===== src/design/ulpi_rx_pkg.sv =====
// Receiver state type, frame type, bus polarity constants and default sizes
package ulpi_rx_pkg;

    // Receiver states, each names the item already taken from the bus
    typedef enum logic [2:0] {
        IDLE = 3'd0,  // Waiting for dir
        TURN = 3'd1,  // Turnaround seen
        CMD1 = 3'd2,  // First RX CMD taken
        PID  = 3'd3,  // PID byte taken
        D1   = 3'd4,  // First data byte taken
        CMD2 = 3'd5,  // Second RX CMD taken
        D2   = 3'd6,  // Second data byte taken, frame complete
        DONE = 3'd7   // Waiting for dir to fall
    } rx_state_t;

    // One received frame, cmd holds the second RX CMD
    typedef struct packed {
        logic [7:0] cmd;
        logic [7:0] pid;
        logic [7:0] d1;
        logic [7:0] d2;
    } ulpi_frame_t;

    // nxt level the PHY drives with each byte kind
    localparam logic NXT_CMD = 1'b0;  // RX CMD bytes
    localparam logic NXT_PKT = 1'b1;  // Packet bytes

    // Drop counter ceiling
    localparam logic [7:0] DROP_MAX = 8'hff;

    // Default sizing for the top level
    localparam int DEF_QUEUE_DEPTH = 4;
    localparam int DEF_CREDITS     = 2;

endpackage

===== src/design/ulpi_rx_top.sv =====
// ULPI receive subsystem top level with FSM, capture, frame queue and credit counter
module ulpi_rx_top import ulpi_rx_pkg::*; #(
    parameter int QUEUE_DEPTH = DEF_QUEUE_DEPTH,
    parameter int CREDITS     = DEF_CREDITS
) (
    input  logic       clk,
    input  logic       arst_n,
    input  logic       me,
    input  logic       dir,
    input  logic       nxt,
    input  logic [7:0] data,
    input  logic       credit_return,
    output logic       frame_valid,
    output logic [7:0] frame_cmd,
    output logic [7:0] frame_pid,
    output logic [7:0] frame_d1,
    output logic [7:0] frame_d2,
    output logic [7:0] drop_count,
    output logic       busy
);

    logic       dir_q;
    logic       nxt_q;
    logic       load_cmd;
    logic       load_pid;
    logic       load_d1;
    logic       load_d2;
    logic       frame_done;    // Queue write strobe
    logic       frame_abort;   // Drop counter strobe
    logic       queue_full;
    logic       credit_avail;
    logic [7:0] cap_cmd;
    logic [7:0] cap_pid;
    logic [7:0] cap_d1;
    logic [7:0] cap_d2;

    ulpi_rx_fsm i_ulpi_rx_fsm (
        .clk         (clk),
        .arst_n      (arst_n),
        .me          (me),
        .dir_q       (dir_q),
        .nxt_q       (nxt_q),
        .queue_full  (queue_full),
        .load_cmd    (load_cmd),
        .load_pid    (load_pid),
        .load_d1     (load_d1),
        .load_d2     (load_d2),
        .frame_done  (frame_done),
        .frame_abort (frame_abort),
        .busy        (busy)
    );

    ulpi_frame_capture i_ulpi_frame_capture (
        .clk         (clk),
        .arst_n      (arst_n),
        .dir         (dir),
        .nxt         (nxt),
        .data        (data),
        .load_cmd    (load_cmd),
        .load_pid    (load_pid),
        .load_d1     (load_d1),
        .load_d2     (load_d2),
        .frame_abort (frame_abort),
        .dir_q       (dir_q),
        .nxt_q       (nxt_q),
        .cap_cmd     (cap_cmd),
        .cap_pid     (cap_pid),
        .cap_d1      (cap_d1),
        .cap_d2      (cap_d2),
        .drop_count  (drop_count)
    );

    ulpi_frame_queue #(
        .QUEUE_DEPTH (QUEUE_DEPTH)
    ) i_ulpi_frame_queue (
        .clk          (clk),
        .arst_n       (arst_n),
        .wr           (frame_done),
        .cap_cmd      (cap_cmd),
        .cap_pid      (cap_pid),
        .cap_d1       (cap_d1),
        .cap_d2       (cap_d2),
        .credit_avail (credit_avail),
        .queue_full   (queue_full),
        .frame_valid  (frame_valid),
        .frame_cmd    (frame_cmd),
        .frame_pid    (frame_pid),
        .frame_d1     (frame_d1),
        .frame_d2     (frame_d2)
    );

    ulpi_credit_counter #(
        .CREDITS (CREDITS)
    ) i_ulpi_credit_counter (
        .clk           (clk),
        .arst_n        (arst_n),
        .frame_valid   (frame_valid),
        .credit_return (credit_return),
        .credit_avail  (credit_avail)
    );

endmodule


===== src/design/ulpi_credit_counter.sv =====
// Consumer credit counter for the frame delivery handshake
module ulpi_credit_counter import ulpi_rx_pkg::*; #(
    parameter int CREDITS = DEF_CREDITS
) (
    input  logic clk,
    input  logic arst_n,
    input  logic frame_valid,    // Consumes one credit
    input  logic credit_return,  // Gives one back
    output logic credit_avail
);

    localparam int CNT_W = $clog2(CREDITS + 1);

    logic [CNT_W-1:0] count;  // Free credits

    always_ff @(posedge clk or negedge arst_n) begin
        if (!arst_n) begin
            count <= CNT_W'(CREDITS);  // Consumer starts with all free
        end else begin
            case ({frame_valid, credit_return})
                2'b10:   count <= count - 1'b1;
                2'b01:   count <= count + 1'b1;
                default: ;  // Same cycle use and return cancel
            endcase
        end
    end

    assign credit_avail = (count != '0);

    // Consumer returns no more than it was given
    a_cnt_max: assert property (@(posedge clk) disable iff (!arst_n)
        count <= CNT_W'(CREDITS))
        else $error("Credit count above CREDITS");

    // Queue only offers a frame against a free credit
    a_no_overdraw: assert property (@(posedge clk) disable iff (!arst_n)
        frame_valid |-> (count != '0))
        else $error("Frame delivered with no credit");

endmodule


===== src/design/ulpi_frame_queue.sv =====
// Frame FIFO that pops one frame per cycle while the consumer has credit
module ulpi_frame_queue import ulpi_rx_pkg::*; #(
    parameter int QUEUE_DEPTH = DEF_QUEUE_DEPTH
) (
    input  logic       clk,
    input  logic       arst_n,
    input  logic       wr,            // frame_done from the FSM
    input  logic [7:0] cap_cmd,
    input  logic [7:0] cap_pid,
    input  logic [7:0] cap_d1,
    input  logic [7:0] cap_d2,
    input  logic       credit_avail,
    output logic       queue_full,
    output logic       frame_valid,
    output logic [7:0] frame_cmd,
    output logic [7:0] frame_pid,
    output logic [7:0] frame_d1,
    output logic [7:0] frame_d2
);

    localparam int PTR_W = (QUEUE_DEPTH > 1) ? $clog2(QUEUE_DEPTH) : 1;
    localparam int CNT_W = $clog2(QUEUE_DEPTH + 1);

    ulpi_frame_t      mem [QUEUE_DEPTH];
    ulpi_frame_t      wr_frame;
    ulpi_frame_t      rd_frame;
    logic [PTR_W-1:0] wr_ptr;
    logic [PTR_W-1:0] rd_ptr;
    logic [CNT_W-1:0] count;  // Frames held
    logic             empty;
    logic             push;
    logic             pop;

    // Wrap at the depth, which need not be a power of two
    function automatic logic [PTR_W-1:0] ptr_inc(input logic [PTR_W-1:0] p);
        if (p == PTR_W'(QUEUE_DEPTH - 1)) begin
            return '0;
        end
        return p + 1'b1;
    endfunction

    assign wr_frame   = '{cmd: cap_cmd, pid: cap_pid, d1: cap_d1, d2: cap_d2};
    assign empty      = (count == '0);
    assign queue_full = (count == CNT_W'(QUEUE_DEPTH));
    assign push       = wr && !queue_full;
    assign pop        = frame_valid;

    // Head frame offered whenever a credit is free
    assign frame_valid = !empty && credit_avail;
    assign rd_frame    = mem[rd_ptr];
    assign frame_cmd   = rd_frame.cmd;
    assign frame_pid   = rd_frame.pid;
    assign frame_d1    = rd_frame.d1;
    assign frame_d2    = rd_frame.d2;

    always_ff @(posedge clk) begin
        if (push) begin
            mem[wr_ptr] <= wr_frame;
        end
    end

    always_ff @(posedge clk or negedge arst_n) begin
        if (!arst_n) begin
            wr_ptr <= '0;
            rd_ptr <= '0;
            count  <= '0;
        end else begin
            if (push) wr_ptr <= ptr_inc(wr_ptr);
            if (pop)  rd_ptr <= ptr_inc(rd_ptr);
            case ({push, pop})
                2'b10:   count <= count + 1'b1;
                2'b01:   count <= count - 1'b1;
                default: ;  // Both or neither
            endcase
        end
    end

    // The FSM must turn a completion into a drop when full
    a_no_wr_full: assert property (@(posedge clk) disable iff (!arst_n)
        wr |-> !queue_full)
        else $error("Frame written into a full queue");

endmodule


===== src/design/ulpi_frame_capture.sv =====
// ULPI input register stage, frame byte registers and dropped frame counter
module ulpi_frame_capture import ulpi_rx_pkg::*; (
    input  logic       clk,
    input  logic       arst_n,
    input  logic       dir,
    input  logic       nxt,
    input  logic [7:0] data,
    input  logic       load_cmd,
    input  logic       load_pid,
    input  logic       load_d1,
    input  logic       load_d2,
    input  logic       frame_abort,
    output logic       dir_q,
    output logic       nxt_q,
    output logic [7:0] cap_cmd,
    output logic [7:0] cap_pid,
    output logic [7:0] cap_d1,
    output logic [7:0] cap_d2,
    output logic [7:0] drop_count
);

    logic [7:0] data_q;  // Registered bus byte

    // Control half of the bus, cleared so the FSM sees dir low
    always_ff @(posedge clk or negedge arst_n) begin
        if (!arst_n) begin
            dir_q <= 1'b0;
            nxt_q <= 1'b0;
        end else begin
            dir_q <= dir;
            nxt_q <= nxt;
        end
    end

    always_ff @(posedge clk) begin
        data_q <= data;  // Same edge as dir_q and nxt_q
    end

    // Byte fields, the strobe picks the target
    always_ff @(posedge clk) begin
        if (load_cmd) begin
            cap_cmd <= data_q;  // Both RX CMDs land here, last one stays
        end
        if (load_pid) begin
            cap_pid <= data_q;
        end
        if (load_d1) begin
            cap_d1 <= data_q;
        end
        if (load_d2) begin
            cap_d2 <= data_q;
        end
    end

    // Dropped frames, sticks at the ceiling
    always_ff @(posedge clk or negedge arst_n) begin
        if (!arst_n) begin
            drop_count <= 8'd0;
        end else if (frame_abort && (drop_count != DROP_MAX)) begin
            drop_count <= drop_count + 8'd1;
        end
    end

endmodule


===== src/design/ulpi_rx_fsm.sv =====
// ULPI receive FSM with byte load strobes and frame done and abort strobes
module ulpi_rx_fsm import ulpi_rx_pkg::*; (
    input  logic clk,
    input  logic arst_n,
    input  logic me,          // Mode enable that holds IDLE while low
    input  logic dir_q,       // Registered dir
    input  logic nxt_q,       // Registered nxt
    input  logic queue_full,  // No room for a completed frame
    output logic load_cmd,
    output logic load_pid,
    output logic load_d1,
    output logic load_d2,
    output logic frame_done,
    output logic frame_abort,
    output logic busy
);

    rx_state_t state;
    rx_state_t state_nxt;
    rx_state_t fail_st;     // Where a bad byte sends us
    logic      nxt_exp;     // nxt level expected for the byte on data_q
    logic      byte_ok;     // dir still high and nxt as expected
    logic      in_byte;     // A byte is due on data_q this cycle
    logic      done_nxt;
    logic      abort_nxt;

    // data_q holds the item after the one the state names
    always_comb begin
        load_cmd = 1'b0;
        load_pid = 1'b0;
        load_d1  = 1'b0;
        load_d2  = 1'b0;
        nxt_exp  = NXT_PKT;
        case (state)
            TURN: begin
                load_cmd = 1'b1;  // First RX CMD
                nxt_exp  = NXT_CMD;
            end
            CMD1: load_pid = 1'b1;
            PID:  load_d1  = 1'b1;
            D1: begin
                load_cmd = 1'b1;  // Second RX CMD overwrites the first
                nxt_exp  = NXT_CMD;
            end
            CMD2: load_d2 = 1'b1;
            default: ;
        endcase
    end

    assign in_byte = state inside {TURN, CMD1, PID, D1, CMD2};
    assign byte_ok = dir_q && (nxt_q == nxt_exp);
    // A bad byte with dir still high sits out the rest of the burst in DONE
    assign fail_st = dir_q ? DONE : IDLE;

    always_comb begin
        state_nxt = state;
        done_nxt  = 1'b0;
        abort_nxt = in_byte && !byte_ok;
        case (state)
            IDLE: if (dir_q) state_nxt = TURN;  // Turnaround cycle
            TURN: state_nxt = byte_ok ? CMD1 : fail_st;
            CMD1: state_nxt = byte_ok ? PID  : fail_st;
            PID:  state_nxt = byte_ok ? D1   : fail_st;
            D1:   state_nxt = byte_ok ? CMD2 : fail_st;
            CMD2: state_nxt = byte_ok ? D2   : fail_st;
            D2: begin
                // Full queue turns a good frame into a drop
                done_nxt  = !queue_full;
                abort_nxt = queue_full;
                state_nxt = dir_q ? DONE : IDLE;
            end
            DONE: if (!dir_q) state_nxt = IDLE;
            default: state_nxt = IDLE;
        endcase
        // Disabled mode drops the burst silently
        if (!me) begin
            state_nxt = IDLE;
            done_nxt  = 1'b0;
            abort_nxt = 1'b0;
        end
    end

    always_ff @(posedge clk or negedge arst_n) begin
        if (!arst_n) begin
            state       <= IDLE;
            frame_done  <= 1'b0;
            frame_abort <= 1'b0;
        end else begin
            state       <= state_nxt;
            frame_done  <= done_nxt;   // One cycle pulse
            frame_abort <= abort_nxt;
        end
    end

    assign busy = (state != IDLE);

    // Leaving the burst while enabled always ends in one verdict
    a_one_verdict: assert property (@(posedge clk) disable iff (!arst_n)
        (me && (state inside {TURN, CMD1, PID, D1, CMD2, D2}) &&
         !(state_nxt inside {TURN, CMD1, PID, D1, CMD2, D2}))
        |=> (frame_done ^ frame_abort))
        else $error("FSM left a burst without exactly one of done or abort");

    // Exactly one load strobe in each byte state and none elsewhere
    a_one_load: assert property (@(posedge clk) disable iff (!arst_n)
        $onehot0({load_cmd, load_pid, load_d1, load_d2}) &&
        (in_byte == (load_cmd || load_pid || load_d1 || load_d2)))
        else $error("Load strobes do not match the byte state");

endmodule


===== config.mk =====
export PLATFORM = sky130hd
export DESIGN_NAME = ulpi_rx_top
export DESIGN_NICKNAME = d
export VERILOG_FILES = /design/src/design/ulpi_rx_pkg.sv /design/src/design/ulpi_rx_top.sv /design/src/design/ulpi_credit_counter.sv /design/src/design/ulpi_frame_queue.sv /design/src/design/ulpi_frame_capture.sv /design/src/design/ulpi_rx_fsm.sv
export SDC_FILE = /design/constraint.sdc
export NUM_CORES = 1
export LEC_CHECK = 0
export BUFFER_PORTS_ARGS = -buffer_cell sky130_fd_sc_hd__buf_2
export CORE_MARGIN = 2
export CORE_UTILIZATION = 35
export DETAILED_ROUTE_END_ITERATION = 16
export PLACE_DENSITY_LB_ADDON = 0.15
export SKIP_LAST_GASP = 1
export SYNTH_ARGS = -nofsm -noshare
export SYNTH_HDL_FRONTEND = slang
export SYNTH_SLANG_ARGS = --single-unit
export TNS_END_PERCENT = 50

===== constraint.sdc =====
create_clock -name clk -period 2.8 [get_ports clk]
set_input_delay 0.28 -clock clk [delete_from_list [all_inputs] [get_ports clk]]
set_output_delay 0.28 -clock clk [all_outputs]
set_load 0.005 [all_outputs]

Word-level counts from Yosys, hierarchy flattened
Memories as Yosys holds them, arrays and structs flattened.
Index checks and enable logic that the tools add are counted.
Operators by class
  reductions and logical operators: 17
  mux-type cells: 31
  equal/unequal tests: 18
  add/subtract/negate cells: 7
Operators by type and width (count)
  3-bit two-way mux: 9
  3-bit case mux with 8 select lines: 1
  3-bit equality test, second input constant: 5
  1-bit two-way mux: 15
  8-bit by 1-bit adder with 8-bit output, second input constant: 1
  2-bit equality test, second input constant: 4
  2-bit two-way mux: 4
  8-bit != test, second input constant: 1
  2-bit by 1-bit adder with 2-bit output, second input constant: 3
  3-bit by 2-bit equality test with 1-bit output, second input constant: 2
  3-bit zero test: 2
  3-bit case mux with 2 select lines: 1
  2-bit nonzero test: 3
  1-bit logical AND: 5
  5-bit nonzero test: 1
  2-bit by 1-bit equality test with 1-bit output, second input constant: 2
  2-bit case mux with 2 select lines: 1
  3-bit by 1-bit adder with 3-bit output, second input constant: 1
  3-bit by 1-bit equality test with 1-bit output, second input constant: 1
  1-bit zero test: 3
  3-bit by 2-bit != test with 1-bit output, second input constant: 1
  3-bit != test, second input constant: 1
  3-bit nonzero test: 1
  3-bit by 1-bit subtractor with 3-bit output, second input constant: 1
  other kinds (4): 4
Storage, ports and cells
  memories: 1
  register bits: 64
  RAM bits: 128
  word-level logic and storage cells: 89
  output and inout port bits: 42
Memory list
  i_ulpi_frame_queue.mem: depth 4, bits a word 32, read ports 1, clocked after memory_dff 0, write ports 1, RTL line ulpi_frame_queue.sv:24  | ulpi_frame_t mem [QUEUE_DEPTH];

Longest topological paths before layout
Gate-level depths: netlist of run 1.
  depth after elaboration: 9
  depth in mapped cells: 9
  mapped depth without buffers: 9

By module
A second synthesis of run 1 with hierarchy kept.
Unflattened totals
  cells, all modules: 335
  area total of the unflattened synthesis: 7076.8 um^2
By module, submodules not included
  ulpi_frame_queue: cells an instance 208, instances 1, area each 5066.1 um^2, sequential area each 4018.9 um^2
  ulpi_frame_capture: cells an instance 77, instances 1, area each 1567.8 um^2, sequential area each 1371.3 um^2
  ulpi_rx_fsm: cells an instance 41, instances 1, area each 339.1 um^2, sequential area each 125.1 um^2
  ulpi_credit_counter: cells an instance 9, instances 1, area each 103.8 um^2, sequential area each 51.3 um^2

Worst setup path before layout of run 1
OpenSTA, ideal clock, no wires.
  path kind: reg-to-reg
  from: reg i_ulpi_frame_queue.count[0]
  to: reg i_ulpi_frame_queue.count[2]
  period minus slack after synthesis: 2.085 ns
  setup time: 0.079 ns
  cell stages (with the launch flop): 10
  data arrival time: 2.005 ns
  slack: 0.715 ns
  path through: dfrtp_1 or3b_4 and2_4 inv_2 ha_1 inv_1 fa_1 xor2_1 nor2_1 xor2_1
Between the ends
  cells in the longest elaborated chain, start to end: 5
  elaborated cells between the ends (all ways): 12
  classes of those cells: add/sub (2); eq/ne (3); mux (1); reduce/logical (6)
RTL lines
  start, declared: RTL line ulpi_frame_queue.sv:29  | logic [CNT_W-1:0] count;
  start signal, assigned: RTL line ulpi_frame_queue.sv:71  | 2'b10: count <= count + 1'b1;
  start signal, assigned: RTL line ulpi_frame_queue.sv:72  | 2'b01: count <= count - 1'b1;
  3-bit equality test / 3-bit zero test (equally long branches): RTL line ulpi_frame_queue.sv:44, ulpi_frame_queue.sv:43
  1-bit zero test (on tied branches): RTL line ulpi_frame_queue.sv:45, ulpi_frame_queue.sv:49
  1-bit logical AND (on tied branches): RTL line ulpi_frame_queue.sv:45, ulpi_frame_queue.sv:49
  2-bit by 1-bit equality test with 1-bit output / 2-bit equality test (equally long branches): RTL line ulpi_frame_queue.sv:70  | case ({push, pop})
  3-bit case mux with 2 select lines / 2-bit nonzero test (equally long branches)
Parallel ways exist; a longest one is shown, timed or not.
A chain may end at the register's enable or synchronous reset.

Worst setup path after layout of run 1
  from: reg i_ulpi_frame_queue.rd_ptr[0]
  to: out frame_d2[3]
Between the ends
  cells in the longest elaborated chain, start to end: 1
RTL lines
  start, declared: RTL line ulpi_frame_queue.sv:28  | logic [PTR_W-1:0] rd_ptr;
  start signal, assigned: RTL line ulpi_frame_queue.sv:69  | if (pop) rd_ptr <= ptr_inc(rd_ptr);
  memory 4 x 32 bit
  end, declared: RTL line ulpi_rx_top.sv:17  | output logic [7:0] frame_d2,
Every way passes these cells.

==> impl_metrics.tcl, run 1 <==
set metrics [dict create \
    die_w_um 145.9 \
    synth_top_family_by_area "multiplexers" \
    final_area_sq_um 8382 \
    post_drt_wl_per_cell_um 18.99 \
    core_area_sq_um 19590 \
    post-route-min-period_ns 2.343 \
    slew_viol_final 0 \
    route.met2.wl_um 6647 \
    rsz0062_at_grt "false" \
    drtIter0Drc 114 \
    worst_slew_pin_slew_ns 0.5968 \
    place_congestion 0.7305 \
    drt-met1-wl_um 5817 \
    syn_to_final_growth_pct 18.99 \
    power_density_nw_per_um2 858.4 \
    fin_nets 433 \
    synth.distinct_cells 43 \
    synth_area_leaders "edfxtp_1 68%, mux4_2 10%, dfrtp_1 8.2%" \
    drc 0 \
    met3_length_um 454 \
    start_kind "flip-flop" \
    fin_skew_ns 0.009396 \
    first_global_vias 3553 \
    grt_max_degree 28 \
    setup_viol 0 \
    slew_headroom_pct 60.21 \
    numCtsBuffers 17 \
    rows 51 \
    cts_num_sinks 192 \
    synth_top_cell_by_area "edfxtp_1" \
    final_util_pct 42.79 \
    floorplan.initialDensity_pct 35.96 \
    synth_compound_area_share_pct 1.918 \
    ys_warn_count 0 \
    synth_most_common_cell "edfxtp_1" \
    synth_common_cells "160 x edfxtp_1, 32 x mux4_2, 23 x dfrtp_1" \
    cts_root_buf "clkbuf_16" \
    worstSetupPathType "flip-flop to output port" \
    hold_viol_final 0 \
    placed_area_sq_um 7695 \
    synth_top_area_share_pct 68.21 \
    dr.pass1.iters 4 \
    syn_area_per_cell_sq_um 21.54 \
    ys.flop_type "edfxtp_1" \
    max_freq_ghz 0.4267 \
    clk_pin_slew_ns 0.07 \
    max_cap_violations 0 \
    synth_adder_area_share_pct 1.705 \
    via_count 3263 \
    io_buffers 55 \
    drive_gt1_share_pct 32.62 \
    endpoint_kind "output port" \
    antenna_found_initial 0 \
    finalCritPeriodShare_pct 83.69 \
    hold_ws_ns 0.1455 \
    hp-class "input pin to flip-flop" \
    htree_levels 4 \
    dieArea_sq_um 21280 \
    ir_worst_vdd_v 0.0004236 \
    grt_pass1_wl_um 20610 \
    num-fill-cells 1725 \
    synth_seq_area_share_pct 79.02 \
    status "finished clean" \
    viasPerCell 4.743 \
    synthMuxAreaShare_pct 11.28 \
    path_max_fanout 12 \
    ys_ff_latch 192 \
    worstPathRequired_ns 2.52 \
    synthXorXnorAreaFrac_pct 1.492 \
    cts_buffer_depth 2 \
    cts_tree "yes" \
    clkLatencyLatePin_ns 0.43 \
    worstPathArrival_ns 2.06 \
    tns_ns 0 \
    drt_wl_total_um 13070 \
    grt.total_usage_pct 13.11 \
    netlist_instances 327 \
    place_hpwl_um 8097 \
    overflow 0 \
    p_leak_uw 0.002928 \
    die_h_um 145.9 \
    async_flop_share_pct 12.50 \
    num_io_pins 56 \
    num_antenna_cells 0 \
    synthesis.nets 350 \
    synth_edf_count 160 \
    ant_nets 0 \
    netlist_area_sq_um 7044 \
    top_layer_used "met4" \
    yosys.area_share.simple_pct 3.446 \
]
==> power breakdown <==
part           leakage (uW)  internal [uW]  switching (uW)
Combinational      0.000837            831             643
Clock              0.000277           1250            1080
Sequential          0.00181           3190             197
==> worst paths after layout <==
kind,startpoint,end,slack [ns],cells after the start
min in group asynchronous,arst_n,i_ulpi_frame_capture.drop_count[7],0.38,2
max,i_ulpi_frame_queue.rd_ptr[0],frame_d2[3],0.46,3
min reg2reg,i_ulpi_frame_capture.cap_d1[6],i_ulpi_frame_queue.mem[3][14],0.50,0
min,me,i_ulpi_rx_fsm.frame_abort,0.15,3
max reg2reg,i_ulpi_frame_queue.count[0],i_ulpi_frame_queue.count[2],0.56,9
max in group asynchronous,arst_n,i_ulpi_frame_queue.rd_ptr[0],1.99,2
==> sequential cells by signal (all words and copies together), names as in the netlist <==
register	flops
i_ulpi_frame_queue.mem	128
i_ulpi_frame_capture.drop_count	8
i_ulpi_frame_capture.nxt_q	1
i_ulpi_frame_queue.rd_ptr	2
i_ulpi_frame_capture.cap_d1	8
i_ulpi_frame_queue.count	3
i_ulpi_frame_capture.cap_d2	8
i_ulpi_frame_capture.cap_cmd	8
i_ulpi_frame_queue.wr_ptr	2
i_ulpi_rx_fsm.frame_done	1
i_ulpi_frame_capture.dir_q	1
i_ulpi_frame_capture.cap_pid	8
i_ulpi_rx_fsm.frame_abort	1
i_ulpi_credit_counter.count	2
i_ulpi_frame_capture.data_q	8
i_ulpi_rx_fsm.state	3
==> kinds of logic after synthesis <==
group	Yosys count
AOI/OAI and AO/OA	18
xor gates and xnor gates	12
adders and majority gates	9
buffers and inverters	19
DFF	192
muxes	38
and+or+nand+nor	39
==> metal layers <==
layer  GRT usage [%]  up-vias
li1                -     1479
met1           16.94     1709
met2           21.58       64
met3           3.699       11
met4           4.118        0
met5               0        -
==> cell type report <==
type                    instances  area [sq um]  share of cell area (%)
clock inverters                15         151.4                   1.806
flip-flops and latches        192          5568                   66.43
clock buffers                  17         425.4                   5.075
multi-input cells             116          1398                   16.67
repair buffers                 75         478.0                   5.702
inverters                       8         30.03                  0.3583
well taps                     265         331.6                   3.956
==> worst max-delay path: stages (launching register included) <==
cell     delay [ns]
dfrtp_2        0.66
buf_4          0.29
mux4_2         0.53
buf_2          0.14
==> timing repair <==
| item | in CTS | in global routing |
|---|---|---|
| setup buffers | 0 | 0 |
| hold endpoints to repair | 33 | 0 |
| resized for setup | 0 | 0 |
| hold buffers | 11 | 0 |
==> metrics by stage <==
step | total power [uW] | instances | setup WS [ns]
after floorplan | 4359 | 327 | 0.7155
after global placement | 4964 | 645 | 0.6085
after detailed placement | 4968 | 645 | 0.5754
after CTS | 7327 | 688 | 0.3685
after global routing | 7553 | 688 | 0.2994
final | 7195 | 688 | 0.4567
==> cell usage in the layout, fill, tap and decap left out, types with 2 or more instances in the layout <==
cell	netlist	routed
xor2_1	5	5
dfxtp_1	8	8
and3_1	7	7
dlygate4sd3_1	0	11
inv_2	2	2
clkinv_4	0	3
buf_12	0	2
buf_4	1	7
o21ai_0	3	3
and4_1	2	2
clkinvlp_4	0	2
nand2_1	4	4
nand3_1	3	3
dfrtp_1	23	22
buf_2	4	55
nor3b_1	2	2
or3_1	2	2
clkbuf_16	0	17
ha_1	8	8
nand4_1	2	2
mux2_1	3	3
inv_6	0	5
o21ai_1	3	3
xnor2_1	7	7
inv_1	6	6
nor2_1	6	6
and3b_1	3	3
mux4_2	32	32
mux2_4	2	2
edfxtp_1	160	160
a21oi_1	6	6
Note: power is estimated with default switching activity, not from simulation.
==> run 2: changes to the inputs <==
==> constraint.sdc (replaced) <==
create_clock -name clk -period 2.33 [get_ports clk]
set_input_delay 0.233 -clock clk [delete_from_list [all_inputs] [get_ports clk]]
set_output_delay 0.233 -clock clk [all_outputs]
set_load 0.005 [all_outputs]
==> impl_metrics.tcl, run 2 (synthesis results as in run 1) <==
set metrics [dict create \
    status "finished clean" \
    ir_worst_vdd_v 0.0005748 \
    num_io_pins 56 \
    ant_nets 0 \
    first_global_vias 3531 \
    path_buf_inv 2 \
    clk_pin_slew_ns 0.07 \
    place_congestion 0.7267 \
    fin_skew_ns 0.01078 \
    drt_wl_total_um 12870 \
    rsz0062_at_grt "false" \
    worstSetupPathType "flip-flop to flip-flop" \
    finalCritPeriodShare_pct 93.95 \
    post_drt_wl_per_cell_um 18.54 \
    core_area_sq_um 19590 \
    num-fill-cells 1738 \
    io_buffers 55 \
    numCtsBuffers 17 \
    grt.total_usage_pct 12.84 \
    layout_commonest_cell "edfxtp_1" \
    max_cap_violations 0 \
    dieArea_sq_um 21280 \
    die_h_um 145.9 \
    crit_family "simple AND/OR/NAND/NOR gates" \
    setup_viol 0 \
    p_leak_uw 0.002955 \
    drive_gt1_share_pct 33.80 \
    path_max_fanout 6 \
    slew_headroom_pct 60.82 \
    post-route-min-period_ns 2.189 \
    cts_root_buf "clkbuf_16" \
    viasPerCell 4.666 \
    worstPathRequired_ns 2.68 \
    worstPathCellList "or3b_4 > and2_4 > inv_2 > ha_1 > inv_1 > fa_1 > xor2_1 > nor2_1 > xor2_1" \
    tns_ns 0 \
    worst_slew_pin_slew_ns 0.5877 \
    syn_to_final_growth_pct 19.43 \
    rows 51 \
    hold_viol_final 0 \
    antenna_found_initial 0 \
    num_antenna_cells 0 \
    fin_nets 439 \
    critPathMostFrequentCell "xor2_1" \
    cts_tree "yes" \
    top_register "i_ulpi_frame_queue.mem" \
    floorplan.initialDensity_pct 35.96 \
    start_kind "flip-flop" \
    hold_ws_ns 0.08755 \
    endpoint_kind "flip-flop" \
    worstPathArrival_ns 2.54 \
    seqCellArea_sq_um 5569 \
    hp-class "input pin to flip-flop" \
    mostFrequentLayoutCells "160 x edfxtp_1, 55 x buf_2, 32 x mux4_2" \
    grt_pass1_wl_um 20050 \
    slowest_stage "dfrtp_2" \
    drc 0 \
    via_count 3238 \
    power_density_nw_per_um2 1027 \
    cts_num_sinks 192 \
    cts_buffer_depth 2 \
    die_w_um 145.9 \
    largest_reg_flops 128 \
    dr.pass1.iters 4 \
    slew_viol_final 0 \
    overflow 0 \
    place_hpwl_um 7974 \
    grt_max_degree 35 \
    clkLatencyLatePin_ns 0.43 \
    max_freq_ghz 0.4568 \
    htree_levels 4 \
    drtIter0Drc 179 \
    multi_input_area_sq_um 1398 \
    slowest_delay_ns 0.43 \
]
==> run 2: cell types whose count changed in the layout (fill, tap and decap cells not counted), sizes merged <==
| cell | previous run | this run |
|---|---|---|
| buf | 64 | 70 |
| clkinv | 6 | 4 |
| inv | 14 | 16 |
==> run 2: through the flow <==
| stage | cell area [sq um] | instances | util [%] | setup WS [ns] | total power (uW) |
|---|---|---|---|---|---|
| 2_1_floorplan | 7044 | 327 | - | 0.2455 | 5238 |
| 3_3_place_gp | 7727 | 651 | 39.45 | 0.1740 | 5942 |
| 4_1_cts | 8412 | 694 | 42.94 | 0.1189 | 8827 |
| 3_5_place_dp | 7727 | 651 | 39.45 | 0.1254 | 5963 |
| 5_1_grt | 8413 | 694 | 42.95 | 0.01156 | 9094 |
| 6_report | 8413 | 694 | 42.95 | 0.1409 | 8643 |
==> run 2: path summary, 6_finish.rpt <==
check | start | endpoint | slack, ns | cells past startpoint
max | i_ulpi_frame_queue.count[0] | i_ulpi_frame_queue.count[2] | 0.14 | 9
min | me | i_ulpi_rx_fsm.frame_done | 0.09 | 2
max reg2reg | i_ulpi_frame_queue.count[0] | i_ulpi_frame_queue.count[2] | 0.14 | 9
min reg2reg | i_ulpi_frame_capture.cap_pid[5] | i_ulpi_frame_queue.mem[3][21] | 0.49 | 0
max in group asynchronous | arst_n | i_ulpi_frame_queue.count[0] | 1.60 | 2
min in group asynchronous | arst_n | i_ulpi_frame_capture.drop_count[5] | 0.32 | 2
==> run 2: final cells by class <==
type | count | share of cell area [%]
clock buffers | 17 | 5.057
flip-flops and latches | 192 | 66.20
clock inverters | 15 | 1.770
inverters | 8 | 0.3569
repair buffers | 81 | 6.068
multi-input cells | 116 | 16.61
well taps | 265 | 3.941
==> run 2: routing by layer <==
| metal | track usage (%) | wire [um] | vias up |
|---|---|---|---|
| li1 | - | - | 1492 |
| met1 | 16.10 | 5619 | 1666 |
| met2 | 21.42 | 6570 | 65 |
| met3 | 2.853 | 457 | 15 |
| met4 | 5.735 | 221 | 0 |
| met5 | 0 | 0 | - |
==> run 2: what timing repair did <==
item / CTS / global route
hold buffers: 11 / 0
resized for setup: 0 / 1
endpoints found under the hold margin: 33 / 0
setup buffers: 0 / 0
endpoints found under the setup margin: 0 / 1
==> run 2: where the power goes <==
part	internal, uW	total (uW)	switching [uW]
clock	1510	2810	1300
combinational	999	1840	836
sequential	3840	4000	154
total	6350	8640	2290
